--- src/source/dma_pkg.sv ---
/* Shared widths, burst limits and response codes of the DMA write path,
   plus the transfer mode, burst type and write FSM state enums */

package dma_pkg;

   // ************************************************************************
   // Widths
   // ************************************************************************

   localparam int data_w      = 64;
   localparam int addr_w      = 32;
   localparam int length_w    = 8;
   localparam int burst_len_w = 4;
   localparam int perf_cntr_w = 16;

   // Descriptor word is {dest_addr, length, mode}
   localparam int desc_w = addr_w + length_w + 2;

   // ************************************************************************
   // Burst limits
   // ************************************************************************

   localparam int max_burst_beats = 2 ** burst_len_w;
   localparam int beat_bytes      = data_w / 8;

   // Address step from one burst to the next
   localparam logic [addr_w-1:0] burst_bytes = addr_w'(max_burst_beats * beat_bytes);

   // ************************************************************************
   // Encodings
   // ************************************************************************

   typedef enum logic [1:0] {
      stand_by    = 2'd0,
      host_to_ddr = 2'd1,
      ddr_to_host = 2'd2,
      ddr_to_ddr  = 2'd3
   } t_dma_mode;

   typedef enum logic [1:0] {
      burst_fixed = 2'd0,
      burst_incr  = 2'd1,
      burst_wrap  = 2'd2
   } t_burst;

   typedef enum logic [1:0] {
      okay   = 2'd0,
      exokay = 2'd1,
      slverr = 2'd2,
      decerr = 2'd3
   } t_resp;

   // One-hot, one bit per state
   typedef enum logic [5:0] {
      idle            = 6'b000001,
      addr_setup      = 6'b000010,
      fifo_empty      = 6'b000100,
      rd_fifo_wr_dest = 6'b001000,
      wait_for_wr_rsp = 6'b010000,
      error           = 6'b100000
   } t_wr_state;

endpackage

--- src/source/dma_sync_fifo.sv ---
/* Synchronous first-word-fall-through queue with configurable width and depth */

`timescale 1ns/1ps

module dma_sync_fifo #(
   parameter int width = 64,
   parameter int depth = 32
) (
   input  logic             clk,
   input  logic             reset_n,
   input  logic             push,
   input  logic             pop,
   input  logic [width-1:0] push_data,
   output logic [width-1:0] pop_data,
   output logic             full,
   output logic             not_empty
);

   // Depth must be a power of two so the pointers wrap on their own
   logic [width-1:0]         mem [depth];
   logic [$clog2(depth)-1:0] wr_ptr;
   logic [$clog2(depth)-1:0] rd_ptr;
   logic [$clog2(depth):0]   count;

   always_ff @(posedge clk) begin
      if (push) begin
         mem[wr_ptr] <= push_data;
      end
   end

   always_ff @(posedge clk) begin
      if (!reset_n) begin
         wr_ptr <= '0;
         rd_ptr <= '0;
         count  <= '0;
      end else begin
         if (push) begin
            wr_ptr <= wr_ptr + 1'b1;
         end
         if (pop) begin
            rd_ptr <= rd_ptr + 1'b1;
         end
         unique case ({push, pop})
            2'b10:   count <= count + 1'b1;
            2'b01:   count <= count - 1'b1;
            default: count <= count;
         endcase
      end
   end

   // Head word shows as soon as it is stored
   assign pop_data  = mem[rd_ptr];
   assign not_empty = |count;
   // MSB of the count is only set when every slot holds a word
   assign full      = count[$clog2(depth)];

endmodule

--- src/source/write_dest_fsm.sv ---
/* Write-destination FSM: splits a descriptor into bursts, streams beats
   from the data queue and waits for each write response */

`timescale 1ns/1ps

module write_dest_fsm (
   input  logic                         clk,
   input  logic                         reset_n,
   // Descriptor queue
   input  logic                         desc_not_empty,
   input  logic [dma_pkg::desc_w-1:0]   desc_data,
   output logic                         desc_pop,
   // Data queue
   input  logic                         data_not_empty,
   input  logic [dma_pkg::data_w-1:0]   data_rd,
   output logic                         data_pop,
   // Write bus
   output logic                         awvalid,
   output logic [dma_pkg::addr_w-1:0]   awaddr,
   output logic [dma_pkg::burst_len_w-1:0] awlen,
   output dma_pkg::t_burst              awburst,
   input  logic                         awready,
   output logic                         wvalid,
   output logic [dma_pkg::data_w-1:0]   wdata,
   output logic                         wlast,
   input  logic                         wready,
   input  logic                         bvalid,
   input  dma_pkg::t_resp               bresp,
   // Host control
   input  logic                         dispatcher_en,
   input  logic                         reset_dispatcher,
   // Status
   output logic                         wr_fsm_done,
   output dma_pkg::t_wr_state           wr_state,
   output logic                         start,
   output logic                         beat,
   output logic                         active,
   output logic                         rsp_err,
   output logic                         in_error
);

   function automatic dma_pkg::t_burst mode_to_burst(input dma_pkg::t_dma_mode mode);
      unique case (mode)
         dma_pkg::host_to_ddr: return dma_pkg::burst_incr;
         dma_pkg::ddr_to_host: return dma_pkg::burst_wrap;
         dma_pkg::ddr_to_ddr:  return dma_pkg::burst_incr;
         default:              return dma_pkg::burst_fixed;
      endcase
   endfunction

   dma_pkg::t_wr_state state;
   dma_pkg::t_wr_state next_state;

   logic [dma_pkg::addr_w-1:0]              desc_addr;
   logic [dma_pkg::length_w-1:0]            desc_len;
   logic [dma_pkg::length_w-1:0]            desc_len_m1;
   dma_pkg::t_dma_mode                      desc_mode;
   logic [dma_pkg::length_w-dma_pkg::burst_len_w:0] num_bursts;
   logic [dma_pkg::length_w-dma_pkg::burst_len_w:0] wlast_cnt;
   logic [dma_pkg::burst_len_w-1:0]         beat_cnt;
   logic [dma_pkg::burst_len_w-1:0]         last_len;
   logic                                    w_beat;
   logic                                    last_beat;
   logic                                    rsp_good;
   logic                                    more_bursts;

   // Descriptor word is {dest_addr, length, mode}
   assign desc_addr   = desc_data[dma_pkg::desc_w-1 -: dma_pkg::addr_w];
   assign desc_len    = desc_data[2 +: dma_pkg::length_w];
   assign desc_mode   = dma_pkg::t_dma_mode'(desc_data[1:0]);
   assign desc_len_m1 = desc_len - 1'b1;

   assign w_beat      = wvalid & wready;
   assign last_beat   = w_beat & wlast;
   assign rsp_good    = (state == dma_pkg::wait_for_wr_rsp) & bvalid &
                        ((bresp == dma_pkg::okay) | (bresp == dma_pkg::exokay));
   assign more_bursts = wlast_cnt < num_bursts;

   // ************************************************************************
   // State transitions
   // ************************************************************************

   always_comb begin
      next_state = state;
      unique case (state)
         dma_pkg::idle:
            if (dispatcher_en && desc_not_empty) next_state = dma_pkg::addr_setup;
         dma_pkg::addr_setup:
            if (awready) next_state = dma_pkg::rd_fifo_wr_dest;
         dma_pkg::fifo_empty:
            if (data_not_empty) next_state = dma_pkg::rd_fifo_wr_dest;
         dma_pkg::rd_fifo_wr_dest: begin
            if (last_beat) next_state = dma_pkg::wait_for_wr_rsp;
            else if (!data_not_empty) next_state = dma_pkg::fifo_empty;
         end
         dma_pkg::wait_for_wr_rsp: begin
            if (rsp_good) next_state = more_bursts ? dma_pkg::addr_setup : dma_pkg::idle;
            else if (rsp_err) next_state = dma_pkg::error;
         end
         dma_pkg::error:
            if (reset_dispatcher) next_state = dma_pkg::idle;
         default:
            next_state = dma_pkg::idle;
      endcase
   end

   always_ff @(posedge clk) begin
      if (!reset_n) begin
         state      <= dma_pkg::idle;
         num_bursts <= '0;
         wlast_cnt  <= '0;
         beat_cnt   <= '0;
      end else begin
         state <= next_state;
         // Burst count is the length over 16, rounded up
         if (start) begin
            num_bursts <= {1'b0, desc_len_m1[dma_pkg::length_w-1:dma_pkg::burst_len_w]} + 1'b1;
            wlast_cnt  <= '0;
         end else if (last_beat) begin
            wlast_cnt <= wlast_cnt + 1'b1;
         end
         // Counts down to zero on the final beat of the burst
         if (awvalid && awready) begin
            beat_cnt <= awlen;
         end else if (w_beat) begin
            beat_cnt <= beat_cnt - 1'b1;
         end
      end
   end

   // ************************************************************************
   // Address channel
   // ************************************************************************

   always_ff @(posedge clk) begin
      if (start) begin
         awaddr   <= desc_addr;
         awburst  <= mode_to_burst(desc_mode);
         last_len <= desc_len_m1[dma_pkg::burst_len_w-1:0];
         if (desc_len_m1[dma_pkg::length_w-1:dma_pkg::burst_len_w] != '0) begin
            awlen <= '1;
         end else begin
            awlen <= desc_len_m1[dma_pkg::burst_len_w-1:0];
         end
      end else if (rsp_good && more_bursts) begin
         awaddr <= awaddr + dma_pkg::burst_bytes;
         // The final burst carries whatever is left of the length
         awlen  <= (wlast_cnt == num_bursts - 1'b1) ? last_len : '1;
      end
   end

   assign awvalid = (state == dma_pkg::addr_setup);

   // ************************************************************************
   // Data channel and status
   // ************************************************************************

   assign wvalid   = (state == dma_pkg::rd_fifo_wr_dest) & data_not_empty;
   assign wdata    = data_rd;
   assign wlast    = wvalid & (beat_cnt == '0);
   assign data_pop = w_beat;

   assign desc_pop    = (state == dma_pkg::idle) & dispatcher_en & desc_not_empty;
   assign start       = desc_pop;
   assign beat        = w_beat;
   assign active      = (state == dma_pkg::addr_setup) | (state == dma_pkg::fifo_empty) |
                        (state == dma_pkg::rd_fifo_wr_dest) |
                        (state == dma_pkg::wait_for_wr_rsp);
   assign rsp_err     = (state == dma_pkg::wait_for_wr_rsp) & bvalid &
                        ((bresp == dma_pkg::slverr) | (bresp == dma_pkg::decerr));
   assign in_error    = (state == dma_pkg::error);
   assign wr_fsm_done = rsp_good & ~more_bursts;
   assign wr_state    = state;

endmodule

--- src/source/dma_wr_status.sv ---
/* Busy and error flags plus the clock and beat counters of the write stage */

`timescale 1ns/1ps

module dma_wr_status (
   input  logic                            clk,
   input  logic                            reset_n,
   input  logic                            start,
   input  logic                            beat,
   input  logic                            active,
   input  logic                            rsp_err,
   input  logic                            in_error,
   output logic                            busy,
   output logic                            stopped_on_error,
   output logic                            wr_rsp_err,
   output logic [dma_pkg::perf_cntr_w-1:0] wr_clk_cnt,
   output logic [dma_pkg::perf_cntr_w-1:0] wr_valid_cnt
);

   always_ff @(posedge clk) begin
      if (!reset_n) begin
         busy             <= 1'b0;
         stopped_on_error <= 1'b0;
         wr_rsp_err       <= 1'b0;
      end else begin
         // Stays up through a stop on error until the dispatcher is reset
         busy             <= start | active | in_error;
         stopped_on_error <= in_error;
         if (start) begin
            wr_rsp_err <= 1'b0;
         end else if (rsp_err) begin
            wr_rsp_err <= 1'b1;
         end
      end
   end

   // ************************************************************************
   // Performance counters, cleared at each new descriptor
   // ************************************************************************

   always_ff @(posedge clk) begin
      if (!reset_n) begin
         wr_clk_cnt   <= '0;
         wr_valid_cnt <= '0;
      end else if (start) begin
         wr_clk_cnt   <= '0;
         wr_valid_cnt <= '0;
      end else begin
         if (active) begin
            wr_clk_cnt <= wr_clk_cnt + 1'b1;
         end
         if (beat) begin
            wr_valid_cnt <= wr_valid_cnt + 1'b1;
         end
      end
   end

endmodule

--- src/source/dma_write_top.sv ---
/* Write half of the DMA engine: descriptor and data queues, the
   write-destination FSM and its status block */

`timescale 1ns/1ps

module dma_write_top (
   input  logic                            clk,
   input  logic                            reset_n,
   // Host side
   input  logic                            desc_push,
   input  logic [dma_pkg::addr_w-1:0]      desc_dest_addr,
   input  logic [dma_pkg::length_w-1:0]    desc_length,
   input  dma_pkg::t_dma_mode              desc_mode,
   output logic                            desc_full,
   input  logic                            data_push,
   input  logic [dma_pkg::data_w-1:0]      data_in,
   output logic                            data_full,
   // Write bus
   output logic                            awvalid,
   output logic [dma_pkg::addr_w-1:0]      awaddr,
   output logic [dma_pkg::burst_len_w-1:0] awlen,
   output dma_pkg::t_burst                 awburst,
   input  logic                            awready,
   output logic                            wvalid,
   output logic [dma_pkg::data_w-1:0]      wdata,
   output logic                            wlast,
   input  logic                            wready,
   input  logic                            bvalid,
   input  dma_pkg::t_resp                  bresp,
   // Control and status
   input  logic                            dispatcher_en,
   input  logic                            reset_dispatcher,
   output logic                            wr_fsm_done,
   output dma_pkg::t_wr_state              wr_state,
   output logic                            busy,
   output logic                            stopped_on_error,
   output logic                            wr_rsp_err,
   output logic [dma_pkg::perf_cntr_w-1:0] wr_clk_cnt,
   output logic [dma_pkg::perf_cntr_w-1:0] wr_valid_cnt
);

   logic [dma_pkg::desc_w-1:0] desc_word;
   logic [dma_pkg::desc_w-1:0] desc_head;
   logic                       desc_not_empty;
   logic                       desc_pop;
   logic [dma_pkg::data_w-1:0] data_head;
   logic                       data_not_empty;
   logic                       data_pop;
   logic                       start;
   logic                       beat;
   logic                       active;
   logic                       rsp_err;
   logic                       in_error;

   assign desc_word = {desc_dest_addr, desc_length, desc_mode};

   dma_sync_fifo #(.width(dma_pkg::desc_w), .depth(4)) desc_queue (
      .clk       (clk),
      .reset_n   (reset_n),
      .push      (desc_push),
      .pop       (desc_pop),
      .push_data (desc_word),
      .pop_data  (desc_head),
      .full      (desc_full),
      .not_empty (desc_not_empty)
   );

   dma_sync_fifo #(.width(dma_pkg::data_w), .depth(32)) data_queue (
      .clk       (clk),
      .reset_n   (reset_n),
      .push      (data_push),
      .pop       (data_pop),
      .push_data (data_in),
      .pop_data  (data_head),
      .full      (data_full),
      .not_empty (data_not_empty)
   );

   write_dest_fsm i_write_dest_fsm (
      .clk              (clk),
      .reset_n          (reset_n),
      .desc_not_empty   (desc_not_empty),
      .desc_data        (desc_head),
      .desc_pop         (desc_pop),
      .data_not_empty   (data_not_empty),
      .data_rd          (data_head),
      .data_pop         (data_pop),
      .awvalid          (awvalid),
      .awaddr           (awaddr),
      .awlen            (awlen),
      .awburst          (awburst),
      .awready          (awready),
      .wvalid           (wvalid),
      .wdata            (wdata),
      .wlast            (wlast),
      .wready           (wready),
      .bvalid           (bvalid),
      .bresp            (bresp),
      .dispatcher_en    (dispatcher_en),
      .reset_dispatcher (reset_dispatcher),
      .wr_fsm_done      (wr_fsm_done),
      .wr_state         (wr_state),
      .start            (start),
      .beat             (beat),
      .active           (active),
      .rsp_err          (rsp_err),
      .in_error         (in_error)
   );

   dma_wr_status i_dma_wr_status (
      .clk              (clk),
      .reset_n          (reset_n),
      .start            (start),
      .beat             (beat),
      .active           (active),
      .rsp_err          (rsp_err),
      .in_error         (in_error),
      .busy             (busy),
      .stopped_on_error (stopped_on_error),
      .wr_rsp_err       (wr_rsp_err),
      .wr_clk_cnt       (wr_clk_cnt),
      .wr_valid_cnt     (wr_valid_cnt)
   );

endmodule

--- config.mk ---
export PLATFORM = sky130hd
export DESIGN_NAME = dma_write_top
export DESIGN_NICKNAME = d
export VERILOG_FILES = /design/src/source/dma_pkg.sv /design/src/source/dma_sync_fifo.sv /design/src/source/write_dest_fsm.sv /design/src/source/dma_wr_status.sv /design/src/source/dma_write_top.sv
export SDC_FILE = /design/constraint.sdc
export NUM_CORES = 2
export LEC_CHECK = 0
export BUFFER_PORTS_ARGS = -buffer_cell sky130_fd_sc_hd__buf_4
export CAP_MARGIN = 40
export CORE_MARGIN = 10
export CORE_UTILIZATION = 50
export DETAILED_ROUTE_END_ITERATION = 8
export PLACE_DENSITY = 0.75
export SLEW_MARGIN = 40
export SYNTH_ARGS = -nofsm -noshare
export SYNTH_HDL_FRONTEND = slang
export SYNTH_HIERARCHICAL = 1
export SYNTH_SLANG_ARGS = --single-unit
--- constraint.sdc ---
create_clock -name clk -period 6 [get_ports clk]
set_input_delay 1.5 -clock clk [delete_from_list [all_inputs] [get_ports clk]]
set_output_delay 1.5 -clock clk [all_outputs]
set_load 0.01 [all_outputs]
; ---- After elaboration in Yosys (flattened, before gate mapping)
; Memories as Yosys holds them, arrays and structs flattened. A register that Yosys moved wholly into a read port is not among the register bits.
; Cells that the tools add are included.
[op_classes]
addsub = 16
magnitude_cmp = 1
n_eq_ne = 23
n_mux = 29
bitwise = 19
n_reduce_logical = 15
[ops]
columns = operator, n
row1 = 2-to-1 mux 32 bit, 2
row2 = 2-to-1 mux 6 bit, 8
row3 = case mux 6 bit (6 select lines), 1
row4 = "adder 16 x 1 -> 16 bit, second input constant", 2
row5 = "adder 32 x 8 -> 32 bit, second input constant", 1
row6 = 2-to-1 mux 4 bit, 6
row7 = "adder 5 x 1 -> 5 bit, second input constant", 3
row8 = "== test 2 bit, second input constant", 6
row9 = case mux 6 bit (2 select lines), 1
row10 = AND 1 bit, 10
row11 = 2-to-1 mux 5 bit, 2
row12 = "== test 2 x 1 -> 1 bit, second input constant", 4
row13 = nonzero test 2 bit, 4
row14 = "subtractor 8 x 1 -> 8 bit, second input constant", 1
row15 = bitwise OR 1 bit, 7
row16 = "adder 6 x 1 -> 6 bit, second input constant", 1
row17 = "== test 6 x 1 -> 1 bit, second input constant", 1
row18 = "== test 6 x 2 -> 1 bit, second input constant", 1
row19 = "== test 6 x 3 -> 1 bit, second input constant", 1
row20 = "== test 6 x 4 -> 1 bit, second input constant", 1
row21 = "== test 6 x 5 -> 1 bit, second input constant", 1
row22 = "== test 6 bit, second input constant", 1
row23 = 2-to-1 mux 2 bit, 3
row24 = case mux 3 bit (2 select lines), 1
row25 = other kinds (24), 34
[word_totals]
regBits = 120
ram_bits = 2216
input_bits = 117
out_inout_bits = 149
mem_count = 2
[mem_list]
columns = memory, words, width, read_ports, rd_clocked_by_memory_dff, write_ports, line
row1 = data_queue.mem, 32, 64, 1, 1, 1, dma_sync_fifo.sv:20  ; logic [width-1:0] mem [depth];
row2 = desc_queue.mem, 4, 42, 1, 1, 1, dma_sync_fifo.sv:20

; ---- Logic depth before layout (Yosys ltp)
[depth]
ltp_word = 6
ltp_mapped = 14

; ---- Hierarchy
; Netlist, hierarchy kept.
[modules_own_cells]
columns = mod, n_inst, cells_per_inst, area_each_um2, seq_area_each_um2
row1 = dma_sync_fifo at data_queue, 1, 3670, 78411.5, 61919.4
row2 = dma_sync_fifo at desc_queue, 1, 265, 6558.8, 5225.0
row3 = write_dest_fsm, 1, 435, 4113.9, 1661.6
row4 = dma_wr_status, 1, 170, 1561.5, 700.7

; ---- Worst setup path after synthesis
; OpenSTA, ideal clock, no wires.
[synth_path]
kind = input to register
from = input port data_push
to = memory data_queue.mem[15][0], enable pin
setup_ps = 488
arrival_time_ps = 4765
path_slack_ps = 747
cell_stages = 3
n_path_buf = 1
path_cell_list = clkbuf_1 > nand2_1 > nor2_1
[synth_between]
elab_chain_len = 2
[synth_lines]
columns = item, line
row1 = "start, declared", dma_write_top.sv:15  ; input logic data_push,
row2 = 2-to-1 mux 1 bit, dma_sync_fifo.sv:26  ; if (push) begin
row3 = 2-to-1 mux 1 bit (not written as such), dma_sync_fifo.sv:27  ; mem[wr_ptr] <= push_data;
row4 = "end, declared", dma_sync_fifo.sv:20
; Every way passes these cells.

==> impl_metrics.ini <==
[finish]
area_growth_pct = 13.70
nets = 4991
stdcell_count = 7412
fill_cells = 12749
drive_gt1_frac = 0.2304

[yosys]
synth_edf_count = 2258
synth.most_common_cell = edfxtp_1
synth_commonest_cells = edfxtp_1 (2258), mux2i_1 (381), mux4_2 (368), a22oi_1 (238), nand3_1 (117)
synth_flop_cell = edfxtp_1
netlist_area_um2 = 90650
ys_ff_latch = 2343
ys_seq_area_frac = 0.7668
ys_types = 80
synth_top_area_frac = 0.7480
yosysWarnings = 6
synth_area_leaders = edfxtp_1 (75%), mux4_2 (9.1%), mux2i_1 (4.2%), a22oi_1 (2.0%), dfxtp_1 (1.9%)
yosysTopAreaCell = edfxtp_1
avgSynthCellArea_um2 = 19.97
synth_nets = 4686
syn_inst = 4540
async_flop_share = 0

[floorplan]
initial_core_util = 0.5021
pin_count = 266
die_h_um = 445.8
core_area_um2 = 180500
die_x_um = 445.8
dieArea_um2 = 198700
rows = 156

[power_and_ir_drop]
power_switching_mw = 7.291
p_per_area_nw_per_um2 = 333.6
power.share.sequential = 0.537
pwr-share-clk = 0.408
p_leak_nw = 31.46
p_total_mw = 34.39
combPwrFrac = 0.055
ir_drop_mv = 0.3106
p_int_mw = 27.09
p_sw_frac = 0.2120

[critical_path]
path_max_fanout = 13
reg2reg_slack_ns = 2.73
reg2reg_from = i_write_dest_fsm/wr_state[2]
crit_required_ns = 4.50
cp.arrival_ns = 4.09
critPathLaunchType = register
reg2reg_depth = 10
cp-end-kind = primary output
rr_endpoint = desc_queue/count[2]
crit_type = reg2out

[timing]
min_period_over_period = 0.9317
tightest_slew_ns = 0.9313
max_slew_margin = 0.3734
slew_violations = 0
finalHoldViolations = 0
min_period_ns = 5.590
rsz0062_at_grt = false
setup_viol = 0
finClkSkew_ns = 0.03327
fmax_mhz = 178.9
tns_ns = 0

[clock_network]
cts-root-buf = clkbuf_16
ctsResizeCount = 0
clk_path_buf_depth = 3
clkLatencyLatePin_ns = 0.85
clock_sinks = 2343
ctsHoldBuffers = 0
cts_buffers = 216
clk_pin_slew_ns = 0.06
cts_tree = built
post_cts_buffers = 0
htree_levels = 4

[global_route]
antenna_found_initial = 16
grt_pass1_vias = 46311
grt-ovfl-total = 0
grt.total_usage = 0.2131
grt_pass1_wl_mm = 313.6
grt_max_degree = 108

[run]
maxCapViolCount = 0

[drt]
first_iter_violations = 5987
first_pass_iters = 7
wl_mm = 215.6
drt.antenna.violating_nets = 0
post_drt_wl_per_cell_um = 29.08
drc_errors = 0
viasPerCell = 6.209
vias = 46024

[min_path]
hold_path_startpoint = i_dma_wr_status/wr_valid_cnt[15]
hold_end = i_dma_wr_status/wr_valid_cnt[15]
hold_class = reg2reg
whs_path_depth = 2

[place]
gp_congestion = 0.7869
hpwl_mm = 114.6
port_buffers = 264
dp_cells = 6992

[run_status]
status = complete, no violations
[registers in the layout, indices dropped and copies added (netlist names), 4 cells and up, named ones only]
register / count
data_queue/count: 6
data_queue/mem: 2048
data_queue/rd_ptr: 5
data_queue/wr_ptr: 5
desc_queue/mem: 168
i_dma_wr_status/wr_clk_cnt: 16
i_dma_wr_status/wr_valid_cnt: 16
i_write_dest_fsm/awaddr: 32
i_write_dest_fsm/awlen: 4
i_write_dest_fsm/beat_cnt: 4
i_write_dest_fsm/last_len: 4
i_write_dest_fsm/num_bursts: 5
i_write_dest_fsm/wlast_cnt: 5
i_write_dest_fsm/wr_state: 6
[metal layers]
metal  global-route usage  share of wire  vias to the layer above  wire [µm]
met5                    0        0.00044                        -         94
met4              0.07207          0.034                       14       7230
met3              0.04076          0.090                      405      19490
met2               0.3543           0.50                     2374     107800
met1               0.2833           0.38                    24007      80940
li1                     -              -                    19224          -
[through the flow]
| step | area [µm²] | hold slack (ns) | util | setup slack (ns) |
|---|---|---|---|---|
| after floorplan | 90650 | 0.4665 | - | 0.7470 |
| after global placement | 95320 | 0.4603 | 0.5280 | 1.059 |
| after detailed placement | 95610 | 0.4708 | 0.5295 | 1.171 |
| after CTS | 102900 | 0.4787 | 0.5699 | 0.2412 |
| after global routing | 103100 | 0.5039 | 0.5708 | 0.2780 |
| final | 103100 | 0.4807 | 0.5709 | 0.4100 |
[cells in the final DEF, fill, tap and decap left out, drive strengths merged, types with 8 or more instances in the layout]
cell,count
dfxtp,85
nor2b,16
bufinv,30
or3,11
edfxtp,2258
mux2i,381
a21oi,40
nor3,17
a22oi,238
o21ai,40
buf,384
nor4,32
ha,28
xnor2,31
nand2b,11
a22o,8
inv,41
clkinvlp,10
nand4,68
and3,11
clkinv,93
nand2,111
clkbuf,268
and2,25
a221oi,9
mux4,370
diode,8
xor2,52
o22ai,72
nor2,105
nand3,119
[power groups by stage]
stage / clock, mW / sequential, mW / combinational [mW]
floorplan: 0 / 18.8 / 1.15
global placement: 0 / 18.8 / 1.82
detailed placement: 0 / 18.8 / 1.89
CTS: 14.2 / 18.5 / 1.90
global route: 14.8 / 18.5 / 2.06
finish: 14.0 / 18.5 / 1.88
[how the worst max path moves through the flow]
stage,cells after the start,startpoint,to,slack [ns]
floorplan,3,data_push,data_queue/mem[15][0],0.75
global placement,6,register,wdata[19],1.06
detailed placement,6,register,wdata[13],1.17
CTS,6,register,wdata[13],0.24
global route,6,register,wdata[44],0.28
finish,6,register,wdata[40],0.41
[cell type report]
type                            instances  area (µm²)  area share
Antenna cell                            8       20.02   0.0001942
Clock buffer                          266        5699     0.05530
Clock inverter                        141        1590     0.01543
Inverter                               33       125.1    0.001214
Multi-Input combinational cell       1865       19640      0.1906
Sequential cell                      2343       69520      0.6745
Tap cell                             2370        2965     0.02877
Timing Repair Buffer                  386        3502     0.03398
[critical path: stages, from the launching register on]
cell	delay, ns
dfxtp_1	0.77
nor2_1	0.33
nand2_1	0.58
buf_4	0.35
o22ai_1	0.12
nor4_1	0.81
buf_4	0.26
[cells by family after synthesis]
group / Yosys count / share of synthesized area
xor gates and xnor gates: 83 / 0.008020
AOI/OAI and AO/OA: 441 / 0.03390
adders and majority gates: 29 / 0.004086
and+or+nand+nor: 561 / 0.03287
DFF: 2343 / 0.7668
buffers and inverters: 332 / 0.02025
muxes: 751 / 0.1341
No activity file was read; power rests on OpenSTA's default activity.
